### src/common/bus_pkg.sv
`default_nettype none

package bus_pkg;

    // ------------------------------------------------------------------------
    // Bus geometry
    // ------------------------------------------------------------------------

    localparam int bus_addr_width = 16;  // Word address
    localparam int bus_data_width = 64;

    // Widest fabric supported
    localparam int max_ports = 8;

    // ------------------------------------------------------------------------
    // Word types
    // ------------------------------------------------------------------------

    typedef logic [bus_addr_width-1:0] addr_t;
    typedef logic [bus_data_width-1:0] data_t;

    // Requester number, wide enough for max_ports
    typedef logic [2:0] port_idx_t;

endpackage

`default_nettype wire

### src/common/mem_bus_if.sv
`timescale 1ns/1ps
`default_nettype none

interface mem_bus_if;

    // Request side, valid while start is high
    logic            start;
    logic            we;
    bus_pkg::addr_t  addr;
    bus_pkg::data_t  wdata;

    // Response side
    logic            busy;   // From the cycle after start through done
    logic            done;   // One cycle, latency cycles after start
    bus_pkg::data_t  rdata;  // Valid with done

    modport master (
        output start, we, addr, wdata,
        input  busy, done, rdata
    );

    modport slave (
        input  start, we, addr, wdata,
        output busy, done, rdata
    );

endinterface

`default_nettype wire

### src/fabric/bus_arbiter.sv
`timescale 1ns/1ps
`default_nettype none

module bus_arbiter #(
    parameter int num_ports = 7
) (
    input  logic                 clk,
    input  logic                 rst,
    input  logic [num_ports-1:0] req,
    input  logic                 busy,
    output logic [num_ports-1:0] grant
);

    // ------------------------------------------------------------------------
    // Winner selection
    // ------------------------------------------------------------------------

    logic [num_ports-1:0] next_grant;  // One-hot, lowest index wins
    logic                 found;
    logic                 win;

    always_comb begin
        next_grant = '0;
        found      = 1'b0;
        for (int i = 0; i < num_ports; i++) begin
            if (!found && req[i]) begin
                next_grant[i] = 1'b1;
                found         = 1'b1;
            end
        end
    end

    // Only an idle bus with a pending request moves the grant
    assign win = !busy && found;

    // ------------------------------------------------------------------------
    // Grant register
    // ------------------------------------------------------------------------

    // Holds its last owner until another winner appears
    always_ff @(posedge clk) begin
        if (rst) begin
            grant <= '0;
        end else if (win) begin
            grant <= next_grant;
        end
    end

endmodule

`default_nettype wire

### src/fabric/bus_port.sv
`timescale 1ns/1ps
`default_nettype none

module bus_port (
    input  logic clk,
    input  logic rst,
    input  logic req,
    input  logic grant,
    input  logic busy,
    input  logic done,
    output logic start,
    output logic ack
);

    // Set while the transaction on the bus belongs to this requester
    logic active;

    // ------------------------------------------------------------------------
    // Issue and response
    // ------------------------------------------------------------------------

    // Single cycle, the set of active ends it
    assign start = grant && req && !busy && !active;

    // Grant may have moved on, active still routes the response here
    assign ack = active && done;

    always_ff @(posedge clk) begin
        if (rst) begin
            active <= 1'b0;
        end else if (start) begin
            active <= 1'b1;
        end else if (ack) begin
            active <= 1'b0;  // Transaction complete
        end
    end

endmodule

`default_nettype wire

### src/fabric/bus_fabric.sv
`timescale 1ns/1ps
`default_nettype none

module bus_fabric #(
    parameter int num_ports = 7
) (
    input  logic                 clk,
    input  logic                 rst,
    input  logic [num_ports-1:0] req,
    input  logic [num_ports-1:0] we,
    input  bus_pkg::addr_t       addr [num_ports],
    input  bus_pkg::data_t       wdata [num_ports],
    output logic [num_ports-1:0] ack,
    output logic [num_ports-1:0] grant,
    mem_bus_if.master            bus
);

    logic [num_ports-1:0] port_start;

    bus_arbiter #(
        .num_ports (num_ports)
    ) u_arbiter (
        .clk   (clk),
        .rst   (rst),
        .req   (req),
        .busy  (bus.busy),
        .grant (grant)
    );

    // ------------------------------------------------------------------------
    // One adapter per requester
    // ------------------------------------------------------------------------

    for (genvar g = 0; g < num_ports; g++) begin : g_port
        bus_port u_port (
            .clk   (clk),
            .rst   (rst),
            .req   (req[g]),
            .grant (grant[g]),
            .busy  (bus.busy),
            .done  (bus.done),
            .start (port_start[g]),
            .ack   (ack[g])
        );
    end

    // At most one port starts, it is always the granted one
    assign bus.start = |port_start;

    // ------------------------------------------------------------------------
    // Request multiplexer
    // ------------------------------------------------------------------------

    always_comb begin
        bus.we    = 1'b0;
        bus.addr  = '0;
        bus.wdata = '0;
        for (int i = 0; i < num_ports; i++) begin
            bus.we    = bus.we | (grant[i] & we[i]);
            bus.addr  = bus.addr | (addr[i] & {bus_pkg::bus_addr_width{grant[i]}});
            bus.wdata = bus.wdata | (wdata[i] & {bus_pkg::bus_data_width{grant[i]}});
        end
    end

endmodule

`default_nettype wire

### src/flat_wrapper.sv
// flat-port wrapper written by rule: the top's interface ports become plain ports
module bus_fabric_flat 
#(
    parameter int num_ports = 7
)
  (clk, rst, req, we, addr, wdata, ack, grant, bus_start, bus_we, bus_addr, bus_wdata, bus_busy, bus_done, bus_rdata);
  mem_bus_if bus_i ();
  input  logic clk;
  input  logic rst;
  input  logic [num_ports-1:0] req;
  input  logic [num_ports-1:0] we;
  input  bus_pkg::addr_t addr[num_ports];
  input  bus_pkg::data_t wdata[num_ports];
  output logic [num_ports-1:0] ack;
  output logic [num_ports-1:0] grant;
  output wire logic [$bits(bus_i.start)-1:0] bus_start;
  output wire logic [$bits(bus_i.we)-1:0] bus_we;
  output wire logic [$bits(bus_i.addr)-1:0] bus_addr;
  output wire logic [$bits(bus_i.wdata)-1:0] bus_wdata;
  input wire logic [$bits(bus_i.busy)-1:0] bus_busy;
  input wire logic [$bits(bus_i.done)-1:0] bus_done;
  input wire logic [$bits(bus_i.rdata)-1:0] bus_rdata;
  assign bus_start = bus_i.start;
  assign bus_we = bus_i.we;
  assign bus_addr = bus_i.addr;
  assign bus_wdata = bus_i.wdata;
  assign bus_i.busy = bus_busy;
  assign bus_i.done = bus_done;
  assign bus_i.rdata = bus_rdata;
  bus_fabric #(.num_ports(num_ports)) u_core (.clk(clk), .rst(rst), .req(req), .we(we), .addr(addr), .wdata(wdata), .ack(ack), .grant(grant), .bus(bus_i));
endmodule
### config.mk
export PLATFORM = sky130hd
export DESIGN_NAME = bus_fabric_flat
export DESIGN_NICKNAME = d
export VERILOG_FILES = /design/src/common/bus_pkg.sv /design/src/common/mem_bus_if.sv /design/src/fabric/bus_arbiter.sv /design/src/fabric/bus_port.sv /design/src/fabric/bus_fabric.sv /design/src/flat_wrapper.sv
export SDC_FILE = /design/constraint.sdc
export NUM_CORES = 1
export LEC_CHECK = 0
export BUFFER_PORTS_ARGS = -buffer_cell sky130_fd_sc_hd__buf_2
export CAP_MARGIN = 5
export CORE_AREA = 2 2 291 293
export CTS_BUF_LIST = sky130_fd_sc_hd__clkbuf_8
export CTS_CLUSTER_DIAMETER = 60
export CTS_CLUSTER_SIZE = 14
export DETAILED_ROUTE_END_ITERATION = 7
export DIE_AREA = 0 0 293 295
export PLACE_DENSITY = 0.3
export SLEW_MARGIN = 20
export SYNTH_ARGS = -nofsm -noshare
export SYNTH_HDL_FRONTEND = slang
export SYNTH_HIERARCHICAL = 1
export SYNTH_SLANG_ARGS = --single-unit
export TNS_END_PERCENT = 5
### constraint.sdc
create_clock -name clk -period 1.6 [get_ports clk]
set_input_delay 0 -clock clk [delete_from_list [all_inputs] [get_ports clk]]
set_output_delay 0 -clock clk [all_outputs]
set_load 0.005 [all_outputs]
; ---- Word level (Yosys, flattened, before mapping)
; Cells that the tools add are included.
[word_totals]
out_inout_bits = 96
elab_cells = 131
ff_bits = 14
input_bits = 642
[op_classes]
n_mux = 27
bitwise = 39
reduce_logical = 57
[ops]
columns = operator, count
row1 = $and A64 B64 Y64, 7
row2 = $or A64 B64 Y64, 6
row3 = $and A16 B16 Y16, 7
row4 = $or A16 B16 Y16, 6
row5 = $logic_and A1 B1 Y1, 35
row6 = $mux W1, 27
row7 = $logic_not A1 Y1, 14
row8 = $reduce_bool A2 Y1, 7
row9 = $and A1 B1 Y1, 7
row10 = $reduce_or A7 Y1, 1
row11 = $or A1 B1 Y1, 6

; ---- Logic depth before layout (Yosys ltp)
; Gate-level depths: netlist (run 1).
[depth]
ltp_word = 20
ltp_mapped = 4
mapped_depth_nobuf = 4

; ---- Hierarchy
; Netlist (run 1), hierarchy kept.
[by_module_without_submodules]
columns = module, n_inst, area_each_um2, seq_area_each_um2, cells_per_inst
row1 = bus_fabric, 1, 2875.3, 0.0, 390
row2 = bus_port, 7, 62.6, 20.0, 6
row3 = bus_arbiter, 1, 329.1, 140.1, 34

; ---- Least setup slack after synthesis (run 1)
; Ideal clock, no wire load.
[synth_timing]
path_type = input -> register
startpoint = input req[0]
endpoint = register u_core.u_arbiter.grant[5]
cell_stages = 3
required_ns = 1.526
setup_slack_ns = 0.398
n_path_buf = 0
setup_ns = 0.074
arrival_ns = 1.128
cell_sequence = or4_4 -> or4b_1 -> a31oi_1
[synth_between]
elab_chain_cells = 20
elab_cells_between_ends = 21
classes_between = mux: 8 / reduce/logical: 13
[synth_lines]
columns = element, line
row1 = "start, declared", flat_wrapper.sv:10  ; input logic [num_ports-1:0] req;
row2 = $mux W1 (*), bus_arbiter.sv:26  ; if (!found && req[i]) begin
row3 = $logic_not A1 Y1, bus_arbiter.sv:26
row4 = $logic_and A1 B1 Y1, bus_arbiter.sv:26
row5 = $mux W1 (*), bus_arbiter.sv:26
row6 = $logic_not A1 Y1, bus_arbiter.sv:26
row7 = $logic_and A1 B1 Y1, bus_arbiter.sv:26
row8 = $mux W1 (*), bus_arbiter.sv:26
row9 = $logic_not A1 Y1, bus_arbiter.sv:26
row10 = [4 not listed], -
row11 = $mux W1 (*), bus_arbiter.sv:26
row12 = $logic_not A1 Y1, bus_arbiter.sv:26
row13 = $logic_and A1 B1 Y1, bus_arbiter.sv:26
row14 = $mux W1, bus_arbiter.sv:26
row15 = $logic_not A1 Y1, bus_arbiter.sv:26
row16 = $logic_and A1 B1 Y1, bus_arbiter.sv:26
row17 = $mux W1, bus_arbiter.sv:26
row18 = $logic_and A1 B1 Y1, bus_arbiter.sv:34  ; assign win = !busy && found;
row19 = "end signal, assigned", bus_arbiter.sv:45  ; grant <= next_grant;
row20 = "end, declared", bus_arbiter.sv:11  ; output logic [num_ports-1:0] grant
; Every way passes the cells marked *; elsewhere a longest branch is shown, timed or not.
; A chain may end at the register's enable or synchronous reset.

; ---- Worst setup path after layout (run 1)
[layout_timing]
startpoint = register u_core.u_arbiter.grant[5]
endpoint = output bus_wdata[55]
[layout_between]
elab_chain_cells = 3
[layout_lines]
columns = element, line
row1 = $and A64 B64 Y64, bus_fabric.sv:61  ; bus.wdata = bus.wdata | (wdata[i] & {bus_pkg::bus_data_width{grant[i]}});
row2 = $or A64 B64 Y64 (2 in a row), bus_fabric.sv:61
row3 = "end, declared", flat_wrapper.sv:19  ; output wire logic [$bits(bus_i.wdata)-1:0] bus_wdata;
; No other way between the ends.

==> parameters.txt, run 1 <==
Parameter                              Value

GRT
  Aggregate global routing overflow    0
  Total global routing track utilization    8.53%
  Largest net degree at the start of global routing    46
  Via count of the first global-routing pass    7824
  Antenna violations before repair    19
  Wire length of the first global-routing pass    53800 microns

Power
  Leak Pwr    4.08 nW
  Total power after layout    0.00231 W
  Power density cells    270 mW/mm^2
  Peak VDD IR    223 uV

Setup path
  Req. time, crit path    1.60 ns
  RR Startpoint    u_core/u_arbiter/grant[5]
  Critical Setup Path Class    flop to output pin
  Category of the worst setup path capture point    output pin
  Flop-to-flop setup slack    0.41 ns
  FF-to-FF End    u_core/u_arbiter/grant[5]
  Launching element type of the critical path    flop
  Depth of the worst register-to-register path    3
  Largest fanout of any net on the critical path    44
  Signal arrival time at the worst endpoint    1.76 ns

STA
  Total negative slack for setup checks    -2.49 ns
  Slew @ Worst Pin    0.573 ns
  Hold Fails Final Rpt    0
  Max Clk Rate    0.569 GHz
  Setup WS post-layout    -0.157 ns
  Setup repair after global routing missed its margin    yes
  Post-route fraction of the period consumed by the critical path    110%
  Fin crit period    1.76 ns
  Skew final    0.000933 ns
  Slew Limit Headroom    61.8%
  # setup viols final    41
  Number of pins with negative max-slew slack in the final report    0

Layout
  Commonest cells after routing, fill and taps aside    672 x sky130_fd_sc_hd__buf_2, 162 x sky130_fd_sc_hd__a22oi_1, 81 x sky130_fd_sc_hd__a222oi_1, 80 x sky130_fd_sc_hd__nand3_1, 16 x sky130_fd_sc_hd__buf_4
  Final-stage net count    1762
  Final Instance Count excl. Fillers    2208
  Count of filler cells inserted in the layout    9752
  Non-Filler Cell Area, Final    0.00857 sq mm
  Layout overhead on the synthesized area    135%
  Ratio of cells with drive above 1 in the final layout    67.1%
  Most common library cell in the layout ignoring fill and taps    sky130_fd_sc_hd__buf_2

Die
  Number of core rows    106
  Floorplan core area    0.0832 sq mm
  Overall die area    0.0864 sq mm
  Die outline height    295 microns
  Starting density of the core    4.38%
  I/O pin cnt    738
  Horizontal extent of the die    293 microns

Drt
  Number of design-rule violations left by the first detailed-router iteration    806
  DRC viols    0
  Number of nets with antenna violations after detailed routing    0
  Routed vias    7837
  Average wire per standard cell    18.6 microns
  Final wirelength    41000 microns
  Via density per instance    3.55
  First-pass detailed-route iteration total    8

Hold path
  HP Class    input pin to flop
  Worst hold path endpoint    u_core/g_port[3].u_port/active
  Hold Path Cell Cnt    3
  Worst Hold Launch    req[3]

Status
  Failing checks    setup timing
  Run status    finished, violations left

Logic synthesis
  Total number of yosys warnings    6
  Synthesized area    0.00364 sq mm
  Most common flop cell mapped by yosys    sky130_fd_sc_hd__dfxtp_1
  Sequential fraction of the synthesis area    7.69%
  Synth cell types    29
  Average instance area after synthesis    7.82 sq um
  Async SR Flop Fraction    0%
  Number of nets in the synthesized netlist    1108
  Post-synthesis cell count    466
  Count of state elements after synthesis    14
  Number of enable flip-flop cells after synthesis    0

Placed design
  Placer's final routability congestion estimate    0.886
  HPWL reported at the end of detailed placement    35100 microns
  Port-buffer cells    673
  Placed insts    2191
  Post-Place Cell Area    0.00837 sq mm

CTS
  CTS tree    built
  Buffer cell driving the clock tree root    sky130_fd_sc_hd__clkbuf_8
  Maximum clock insertion buffer count    2
  Inserted Clock Buffers    3
  Hold-fix buffers at CTS    0
  Clock network latency to the later pin of the worst-skew pair    0.25 ns
  Clock slew seen by the registers of the worst setup and hold paths    0.07 ns
  Number of clock sinks seen by CTS    14
  Maximum level of the CTS H-tree    1

Flow run
  Maximum Capacitance Violations    0
## synth_stat cells, types with 2 or more instances
master | n | share of area [%]
sky130_fd_sc_hd__a21oi_1 | 3 | 0.41
sky130_fd_sc_hd__buf_2 | 45 | 6.2
sky130_fd_sc_hd__nor3_1 | 3 | 0.41
sky130_fd_sc_hd__nand4bb_2 | 7 | 3.1
sky130_fd_sc_hd__and2_2 | 7 | 1.4
sky130_fd_sc_hd__dfxtp_1 | 14 | 7.7
sky130_fd_sc_hd__nor4_1 | 2 | 0.34
sky130_fd_sc_hd__a21oi_2 | 7 | 1.7
sky130_fd_sc_hd__inv_1 | 9 | 0.93
sky130_fd_sc_hd__nand3_1 | 82 | 11
sky130_fd_sc_hd__a31o_2 | 3 | 0.72
sky130_fd_sc_hd__buf_6 | 18 | 5.6
sky130_fd_sc_hd__nor4b_1 | 2 | 0.48
sky130_fd_sc_hd__a222oi_1 | 81 | 22
sky130_fd_sc_hd__nand2b_1 | 7 | 1.2
sky130_fd_sc_hd__a22oi_1 | 162 | 33
sky130_fd_sc_hd__nand2_1 | 2 | 0.21
## through the flow
stage | worst slack (ns) | util (%) | hold slack (ns)
final | -0.157 | 10.3 | 0.0785
after global routing | -0.189 | 10.3 | 0.0819
after CTS | -0.104 | 10.2 | 0.0744
after detailed placement | 0.0423 | 10.1 | 0.290
after global placement | 0.0694 | 10.1 | 0.289
after floorplan | 0.398 | - | 0.0624
## cell families (layout without fill, tap and decap cells)
logic type | count (synthesis) | after routing | share of synthesized area, %
buffers and inverters | 72 | 725 | 12.7
AND/OR/NAND/NOR | 119 | 119 | 20.1
flip-flops | 14 | 14 | 7.69
other | 0 | 9 | 0
AO/OA/AOI/OAI | 261 | 261 | 59.5
## worst max-delay path, cell delays in order (launching register included)
cell and delay, ns:
sky130_fd_sc_hd__dfxtp_4 0.36, sky130_fd_sc_hd__buf_12 0.14, sky130_fd_sc_hd__buf_12 0.16, sky130_fd_sc_hd__a222oi_1 0.36
sky130_fd_sc_hd__nand3_1 0.22, sky130_fd_sc_hd__buf_2 0.19
## routing by layer
metal | vias up | GRT usage (%) | part of all wire, %
met3 | 84 | 1.95 | 9.8
li1 | 3441 | - | -
met4 | 14 | 3.96 | 4.8
met5 | - | 0 | 0.21
met2 | 625 | 15.7 | 49
met1 | 3673 | 9.27 | 36
## worst max-delay path by stage
stage | start | endpoint | slack (ns) | depth (start not counted)
3_3_place_gp | u_core/u_arbiter/grant[4] | bus_addr[3] | 0.07 | 5
6_report | u_core/u_arbiter/grant[5] | bus_wdata[55] | -0.16 | 5
3_5_place_dp | u_core/u_arbiter/grant[4] | bus_addr[3] | 0.04 | 5
4_1_cts | u_core/u_arbiter/grant[4] | bus_wdata[55] | -0.10 | 5
5_1_grt | u_core/u_arbiter/grant[4] | bus_wdata[41] | -0.19 | 5
2_1_floorplan | req[0] | u_core/u_arbiter/grant[5] | 0.40 | 3
## power breakdown
group          internal (W)  switching, W
registers          0.000346     0.0000136
clock network      0.000170      0.000143
logic              0.000874      0.000767
total               0.00139      0.000924
## state kept, by name (all words and copies together) (netlist names)
register	count
u_core/g_port.u_port/active	7
u_core/u_arbiter/grant	7
## repair_timing
item	4_1_cts	5_1_grt
gates resized for setup	12	6
cloned	0	0
hold endpoints to repair	0	0
pin swaps	4	11
setup buffers	4	0
setup endpoints to repair	57	76
## final cells by class
class                           instances  area, sq um  share of cell area (%)
Tap cell                             1080         1350                    15.8
Clock inverter                          1         3.75                  0.0438
Timing Repair Buffer                  712         3890                    45.4
Inverter                                9         33.8                   0.394
Sequential cell                        14          307                    3.58
Antenna cell                            9         22.5                   0.263
Clock buffer                            3         41.3                   0.482
Multi-Input combinational cell        380         2930                    34.1
Power figures use the tool's default switching activity.
==> run 2, diff against run 1 <==
--- a/config.mk
+++ b/config.mk
@@ -14,6 +14,7 @@
 export DETAILED_ROUTE_END_ITERATION = 7
 export DIE_AREA = 0 0 293 295
 export PLACE_DENSITY = 0.3
+export RECOVER_POWER = 100
 export SLEW_MARGIN = 20
 export SYNTH_ARGS = -nofsm -noshare
 export SYNTH_HDL_FRONTEND = slang
==> constraint.sdc (replaced) <==
create_clock -name clk -period 1.6 [get_ports clk]
set_input_delay 0.32 -clock clk [delete_from_list [all_inputs] [get_ports clk]]
set_output_delay 0.32 -clock clk [all_outputs]
set_load 0.005 [all_outputs]
==> run 2 against run 1 <==
- the run ends with DRC, setup timing left
- global-route usage grew 0.13 points
- via count grew 0.17%
- maximum frequency shrank 13%
- combinational power is essentially flat
- first-iteration DRC count shrank 17%
- largest power group unchanged
==> parameters.txt, run 2 (same netlist as run 1, synthesis figures left out) <==
Parameter                              Value

Drt
  Via density per instance    3.50 (-1.5%)
  DRC viols    1 (+1)
  Average wire per standard cell    18.5 microns (-0.62%)
  Routed vias    7850 (+0.17%)
  Final wirelength    41500 microns (+1.0%)
  First-pass detailed-route iteration total    8 (unchanged)
  Number of design-rule violations left by the first detailed-router iteration    673 (-17%)
  Number of nets with antenna violations after detailed routing    0 (unchanged)

Power
  Share of total power in the clock network    15.5% (+2.0 points)
  Leak Pwr    4.24 nW (+4.0%)
  Switching share of total power    38.8% (-1.1 points)
  Power dissipated by switching net loads    0.000930 W (+0.67%)
  Power density cells    270 mW/mm^2 (about the same)
  Pint    0.00147 W (+5.4%)
  Peak VDD IR    180 uV (-19%)
  Flop pwr share    15.3% (-0.3 points)
  Comb power frac    69.2% (-1.7 points)

Hold path
  HP Class    input pin to flop

STA
  Setup WS post-layout    -0.410 ns (-0.252 ns)
  Skew final    0.000585 ns (-0.000348 ns)
  Post-route fraction of the period consumed by the critical path    126% (+16 points)
  Slew Limit Headroom    71.8% (+10 points)
  Setup repair after global routing missed its margin    yes
  Slew @ Worst Pin    0.423 ns (-0.150 ns)
  Fin crit period    2.01 ns (+0.252 ns)
  Total negative slack for setup checks    -23.76 ns (-21.27 ns)
  Hold Fails Final Rpt    0 (unchanged)
  # setup viols final    82 (+100%)
  Max Clk Rate    0.498 GHz (-13%)
  Number of pins with negative max-slew slack in the final report    0 (unchanged)

GRT
  Wire length of the first global-routing pass    54700 microns (+1.6%)
  Aggregate global routing overflow    0 (unchanged)
  Total global routing track utilization    8.66% (+0.13 points)
  Largest net degree at the start of global routing    44 (-4.3%)
  Via count of the first global-routing pass    8133 (+3.9%)
  Antenna violations before repair    15 (-4)

Setup path
  Largest fanout of any net on the critical path    6 (-86%)
  CP dominant cell by count    sky130_fd_sc_hd__buf_4
  Category of the worst setup path capture point    output pin
  Critical Setup Path Class    flop to output pin
  Launching element type of the critical path    flop
  Max incr delay on CP    0.39 ns (+0.03 ns)
  Slowest stage cell on the critical path    sky130_fd_sc_hd__dfxtp_4
  Req. time, crit path    1.28 ns (-0.32 ns)
  Cells traversed along the worst timing path    buf_4 > buf_8 > a222oi_1 > buf_4 > nand3_2 > buf_2
  Flop-to-flop setup slack    0.23 ns (-0.18 ns)
  Signal arrival time at the worst endpoint    1.69 ns (-0.07 ns)

Placed design
  Placer's final routability congestion estimate    0.860 (-2.9%)
  Placed insts    2226 (+1.6%)
  HPWL reported at the end of detailed placement    35600 microns (+1.4%)
  Port-buffer cells    673 (unchanged)
  Post-Place Cell Area    0.00866 sq mm (+3.4%)

Layout
  Final Instance Count excl. Fillers    2245 (+1.7%)
  Layout overhead on the synthesized area    143%
  Largest registers    u_core/g_port.u_port/active (7), u_core/u_arbiter/grant (7)
  Commonest cells after routing, fill and taps aside    664 x sky130_fd_sc_hd__buf_2, 162 x sky130_fd_sc_hd__a22oi_1, 81 x sky130_fd_sc_hd__a222oi_1, 78 x sky130_fd_sc_hd__nand3_1, 45 x sky130_fd_sc_hd__buf_4
  Final-stage net count    1800 (+2.2%)
  Most common library cell in the layout ignoring fill and taps    sky130_fd_sc_hd__buf_2
  Count of filler cells inserted in the layout    9805 (+0.54%)
  Non-Filler Cell Area, Final    0.00886 sq mm (+3.4%)
  Final cell utilization of the core    10.7% (+0.35 points)
  Ratio of cells with drive above 1 in the final layout    67.3% (+0.22 points)

Status
  Failing checks    DRC, setup timing
  Run status    finished, violations left

Die
  Number of core rows    106 (unchanged)
  Floorplan core area    0.0832 sq mm (unchanged)
  Starting density of the core    4.38% (unchanged)
  Overall die area    0.0864 sq mm (unchanged)
  Horizontal extent of the die    293 microns (unchanged)
  Die outline height    295 microns (unchanged)
  I/O pin cnt    738 (unchanged)

CTS
  Hold-fix buffers at CTS    0 (unchanged)
  Maximum level of the CTS H-tree    1 (unchanged)
  Number of clock sinks seen by CTS    14 (unchanged)
  Inserted Clock Buffers    3 (unchanged)
  Maximum clock insertion buffer count    2 (unchanged)
  Clock network latency to the later pin of the worst-skew pair    0.26 ns (about the same)
  CTS tree    built
  Buffer cell driving the clock tree root    sky130_fd_sc_hd__clkbuf_8
  Clock slew seen by the registers of the worst setup and hold paths    0.06 ns (about the same)

Flow run
  Maximum Capacitance Violations    0 (unchanged)
## run 2: changes by cell type in the layout (fill, tap and decap cells not counted), sizes merged
cell	change
inv	-1
buf	+25
clkbuf	+14
diode	-1
## run 2: what timing repair did
action	in CTS	in global routing
pin swaps	26	8
buffers inserted	7	0
endpoints found under the setup margin	83	82
resized for setup	12	9
## run 2: metal layers
metal	GRT usage [%]	part of all wire (%)
met5	0	0.13
met4	4.39	5.2
met3	1.72	8.3
met2	16.0	49
met1	9.38	37
## run 2: layout make-up
cell class | instances | area [sq um] | area share, %
inverters | 9 | 33.8 | 0.381
diodes | 8 | 20.0 | 0.226
multi-input cells | 380 | 2920 | 33.0
flip-flops and latches | 14 | 299 | 3.37
clock buffers | 4 | 55.1 | 0.621
repair buffers | 750 | 4180 | 47.2
well taps | 1080 | 1350 | 15.2
## run 2: power groups by stage
| stage | combinational [W] | clock, W | sequential (W) |
|---|---|---|---|
| floorplan | 0.000432 | 0 | 0.000368 |
| global placement | 0.00166 | 0 | 0.000375 |
| detailed placement | 0.00166 | 0 | 0.000375 |
| CTS | 0.00167 | 0.000387 | 0.000366 |
| global route | 0.00179 | 0.000402 | 0.000368 |
| finish | 0.00166 | 0.000371 | 0.000366 |
## run 2: metrics by stage
stage	total power (W)	hold slack (ns)	setup WS [ns]
after global placement	0.00204	0.485	-0.171
after global routing	0.00256	0.420	-0.484
after CTS	0.00242	0.393	-0.422
after floorplan	0.000800	0.382	0.0779
after detailed placement	0.00203	0.485	-0.181
final	0.00240	0.400	-0.410
## run 2: path summary, 6_finish.rpt
check,startpoint,depth (start not counted),end
setup / recovery,u_core/u_arbiter/grant[5],6,bus_addr[6]
hold / removal,req[5],3,u_core/u_arbiter/grant[5]
setup reg to reg,u_core/u_arbiter/grant[5],4,u_core/u_arbiter/grant[5]
hold reg to reg,u_core/g_port[1].u_port/active,2,u_core/g_port[1].u_port/active
## run 2: critical path: cells and delay by family, from the launching register on
kind	cells	cell delay [ns]
compound gates	1	0.34
simple gates	1	0.05
buf+inv	4	0.64
flops	1	0.39
==> run 3, diff against run 2 <==
--- a/config.mk
+++ b/config.mk
@@ -13,8 +13,9 @@
 export CTS_CLUSTER_SIZE = 14
 export DETAILED_ROUTE_END_ITERATION = 7
 export DIE_AREA = 0 0 293 295
+export GPL_TIMING_DRIVEN = 1
 export PLACE_DENSITY = 0.3
-export RECOVER_POWER = 100
+export RECOVER_POWER = 50
 export SLEW_MARGIN = 20
 export SYNTH_ARGS = -nofsm -noshare
 export SYNTH_HDL_FRONTEND = slang
==> run 3 against run 2 <==
- the flow still finishes with violations (DRC, setup timing)
- global-route usage unchanged
- total power about the same
- sequential power about the same
- sequential share of layout area increased by 0.068 points
- die area unchanged
- cell count unchanged
- clock power about the same
- clock-buffer cell count unchanged
- setup slack improved by 0.0021 ns
- via count about the same
- first-iteration DRC count increased by 1.0%
- largest cell class unchanged
==> parameters.txt, run 3 (same netlist as run 1, synthesis figures left out) <==
Parameter                              Value

Status
  Run status    finished, violations left
  Failing checks    DRC, setup timing

Power
  Total power after layout    0.00240 W (about the same)
  Share of total power in the clock network    15.5% (about the same)
  Leak Pwr    4.26 nW (+0.62%)
  Peak VDD IR    180 uV (-0.27%)
  Power dissipated by switching net loads    0.000930 W (about the same)
  Switching share of total power    38.8% (about the same)
  Pint    0.00147 W (+0.11%)
  Flop pwr share    15.2% (about the same)
  Comb power frac    69.3% (about the same)
  Power density cells    269 mW/mm^2 (-0.41%)

Drt
  Via density per instance    3.50 (about the same)
  Average wire per standard cell    18.5 microns (+0.21%)
  Final wirelength    41600 microns (+0.21%)
  First-pass detailed-route iteration total    8 (unchanged)
  DRC viols    1 (unchanged)
  Number of nets with antenna violations after detailed routing    0 (unchanged)
  Number of design-rule violations left by the first detailed-router iteration    680 (+1.0%)
  Routed vias    7853 (+0.038%)

CTS
  CTS tree    built
  Hold-fix buffers at CTS    0 (unchanged)
  Maximum clock insertion buffer count    2 (unchanged)
  Clock network latency to the later pin of the worst-skew pair    0.26 ns (about the same)
  Clock slew seen by the registers of the worst setup and hold paths    0.06 ns (about the same)
  Maximum level of the CTS H-tree    1 (unchanged)
  Number of clock sinks seen by CTS    14 (unchanged)
  Inserted Clock Buffers    3 (unchanged)
  Buffer cell driving the clock tree root    sky130_fd_sc_hd__clkbuf_8

GRT
  Aggregate global routing overflow    0 (unchanged)
  Total global routing track utilization    8.66% (unchanged)
  Wire length of the first global-routing pass    54700 microns (unchanged)
  Largest net degree at the start of global routing    44 (unchanged)
  Via count of the first global-routing pass    8133 (unchanged)
  Antenna violations before repair    15 (unchanged)

Hold path
  HP Class    input pin to flop

STA
  Max Clk Rate    0.498 GHz (+0.11%)
  Slew Limit Headroom    71.9% (about the same)
  Final hold slack    0.400 ns (-0.000102 ns)
  Setup repair after global routing missed its margin    yes
  Post-route fraction of the period consumed by the critical path    125% (-0.13 points)
  Hold Fails Final Rpt    0 (unchanged)
  Slew @ Worst Pin    0.422 ns (-0.000716 ns)
  Fin crit period    2.01 ns (-0.00215 ns)
  Setup WS post-layout    -0.407 ns (+0.00215 ns)
  Total negative slack for setup checks    -22.89 ns (+0.875 ns)
  # setup viols final    82 (unchanged)
  Skew final    0.000585 ns (unchanged)
  Number of pins with negative max-slew slack in the final report    0 (unchanged)

Layout
  Ratio of cells with drive above 1 in the final layout    67.8% (+0.52 points)
  Register area    307 sq um (+2.5%)
  Layout overhead on the synthesized area    145%
  Final-stage net count    1800 (unchanged)
  Largest registers    u_core/g_port.u_port/active (7), u_core/u_arbiter/grant (7)
  Most common library cell in the layout ignoring fill and taps    sky130_fd_sc_hd__buf_2
  Count of filler cells inserted in the layout    9802 (-0.031%)
  Commonest cells after routing, fill and taps aside    668 x sky130_fd_sc_hd__buf_2, 162 x sky130_fd_sc_hd__a22oi_1, 81 x sky130_fd_sc_hd__a222oi_1, 78 x sky130_fd_sc_hd__nand3_1, 45 x sky130_fd_sc_hd__buf_4
  Multi-input gate area in the final layout    0.00292 sq mm (unchanged)

Setup path
  Max incr delay on CP    0.45 ns (+0.06 ns)
  Family of cells with the greatest summed delay on the critical path    compound AO/OA/AOI/OAI gates
  Cells traversed along the worst timing path    buf_12 > a222oi_1 > nand3_1 > buf_2
  Largest fanout of any net on the critical path    43 (+37)
  Signal arrival time at the worst endpoint    1.69 ns (about the same)
  Slowest stage cell on the critical path    sky130_fd_sc_hd__a222oi_1
  Req. time, crit path    1.28 ns (about the same)
  Category of the worst setup path capture point    output pin
  Critical Setup Path Class    flop to output pin
  Sum of buffers and inverters on the critical path    2 (-2)
  Launching element type of the critical path    flop

Flow run
  Maximum Capacitance Violations    0 (unchanged)

Die
  Floorplan core area    0.0832 sq mm (unchanged)
  Horizontal extent of the die    293 microns (unchanged)
  Overall die area    0.0864 sq mm (unchanged)
  Number of core rows    106 (unchanged)
  Die outline height    295 microns (unchanged)
  I/O pin cnt    738 (unchanged)
  Starting density of the core    4.38% (unchanged)

Placed design
  Port-buffer cells    673 (unchanged)
  Placer's final routability congestion estimate    0.860 (unchanged)
  HPWL reported at the end of detailed placement    35600 microns (unchanged)
## run 3: stage by stage
step                util [%]  worst slack (ns)  instances  cell area, sq um
global placement        10.4            -0.171       2226              8660
CTS                     10.7            -0.422       2237              8860
global route            10.7            -0.484       2245              8910
detailed placement      10.4            -0.181       2226              8660
finish                  10.7            -0.407       2245              8910
floorplan                  -            0.0779        466              3640
## run 3: worst paths after layout
path / cells past startpoint / start / to / slack (ns)
max: 4 / u_core/u_arbiter/grant[4] / bus_wdata[30] / -0.41
min: 3 / req[5] / u_core/u_arbiter/grant[5] / 0.40
max reg2reg: 4 / u_core/u_arbiter/grant[5] / u_core/u_arbiter/grant[5] / 0.21
min reg2reg: 2 / u_core/g_port[1].u_port/active / u_core/g_port[1].u_port/active / 0.50
## run 3: power by group through the flow
| stage | Combinational (W) | Clock, W | Sequential (W) |
|---|---|---|---|
| after floorplan | 0.000432 | 0 | 0.000368 |
| after global placement | 0.00166 | 0 | 0.000375 |
| after detailed placement | 0.00166 | 0 | 0.000375 |
| after CTS | 0.00167 | 0.000387 | 0.000366 |
| after global routing | 0.00179 | 0.000402 | 0.000366 |
| final | 0.00166 | 0.000371 | 0.000364 |
## run 3: repair_timing
action,4_1_cts,5_1_grt
pin swaps,26,8
buffers inserted,7,0
resized for setup,12,9
setup endpoints to repair,83,82
hold endpoints to repair,0,0
## run 3: tightest hold or removal path, cell delays in order
cell and delay, ns:
sky130_fd_sc_hd__buf_2 0.13, sky130_fd_sc_hd__nand4b_1 0.09, sky130_fd_sc_hd__a31oi_1 0.07
## run 3: per-layer routing
layer,GRT usage [%],up-vias,wire length (microns)
met1,9.38,3646,15300
met5,0,-,55
met4,4.39,8,2160
met2,16.0,607,20500
met3,1.72,75,3530
li1,-,3517,-
## run 3: area by class of cell
cell class	count	share of cell area [%]
Sequential cell	14	3.44
Tap cell	1080	15.2
Multi-Input combinational cell	380	32.8
Timing Repair Buffer	750	47.4
Clock buffer	4	0.618
Antenna cell	8	0.225
Inverter	9	0.379
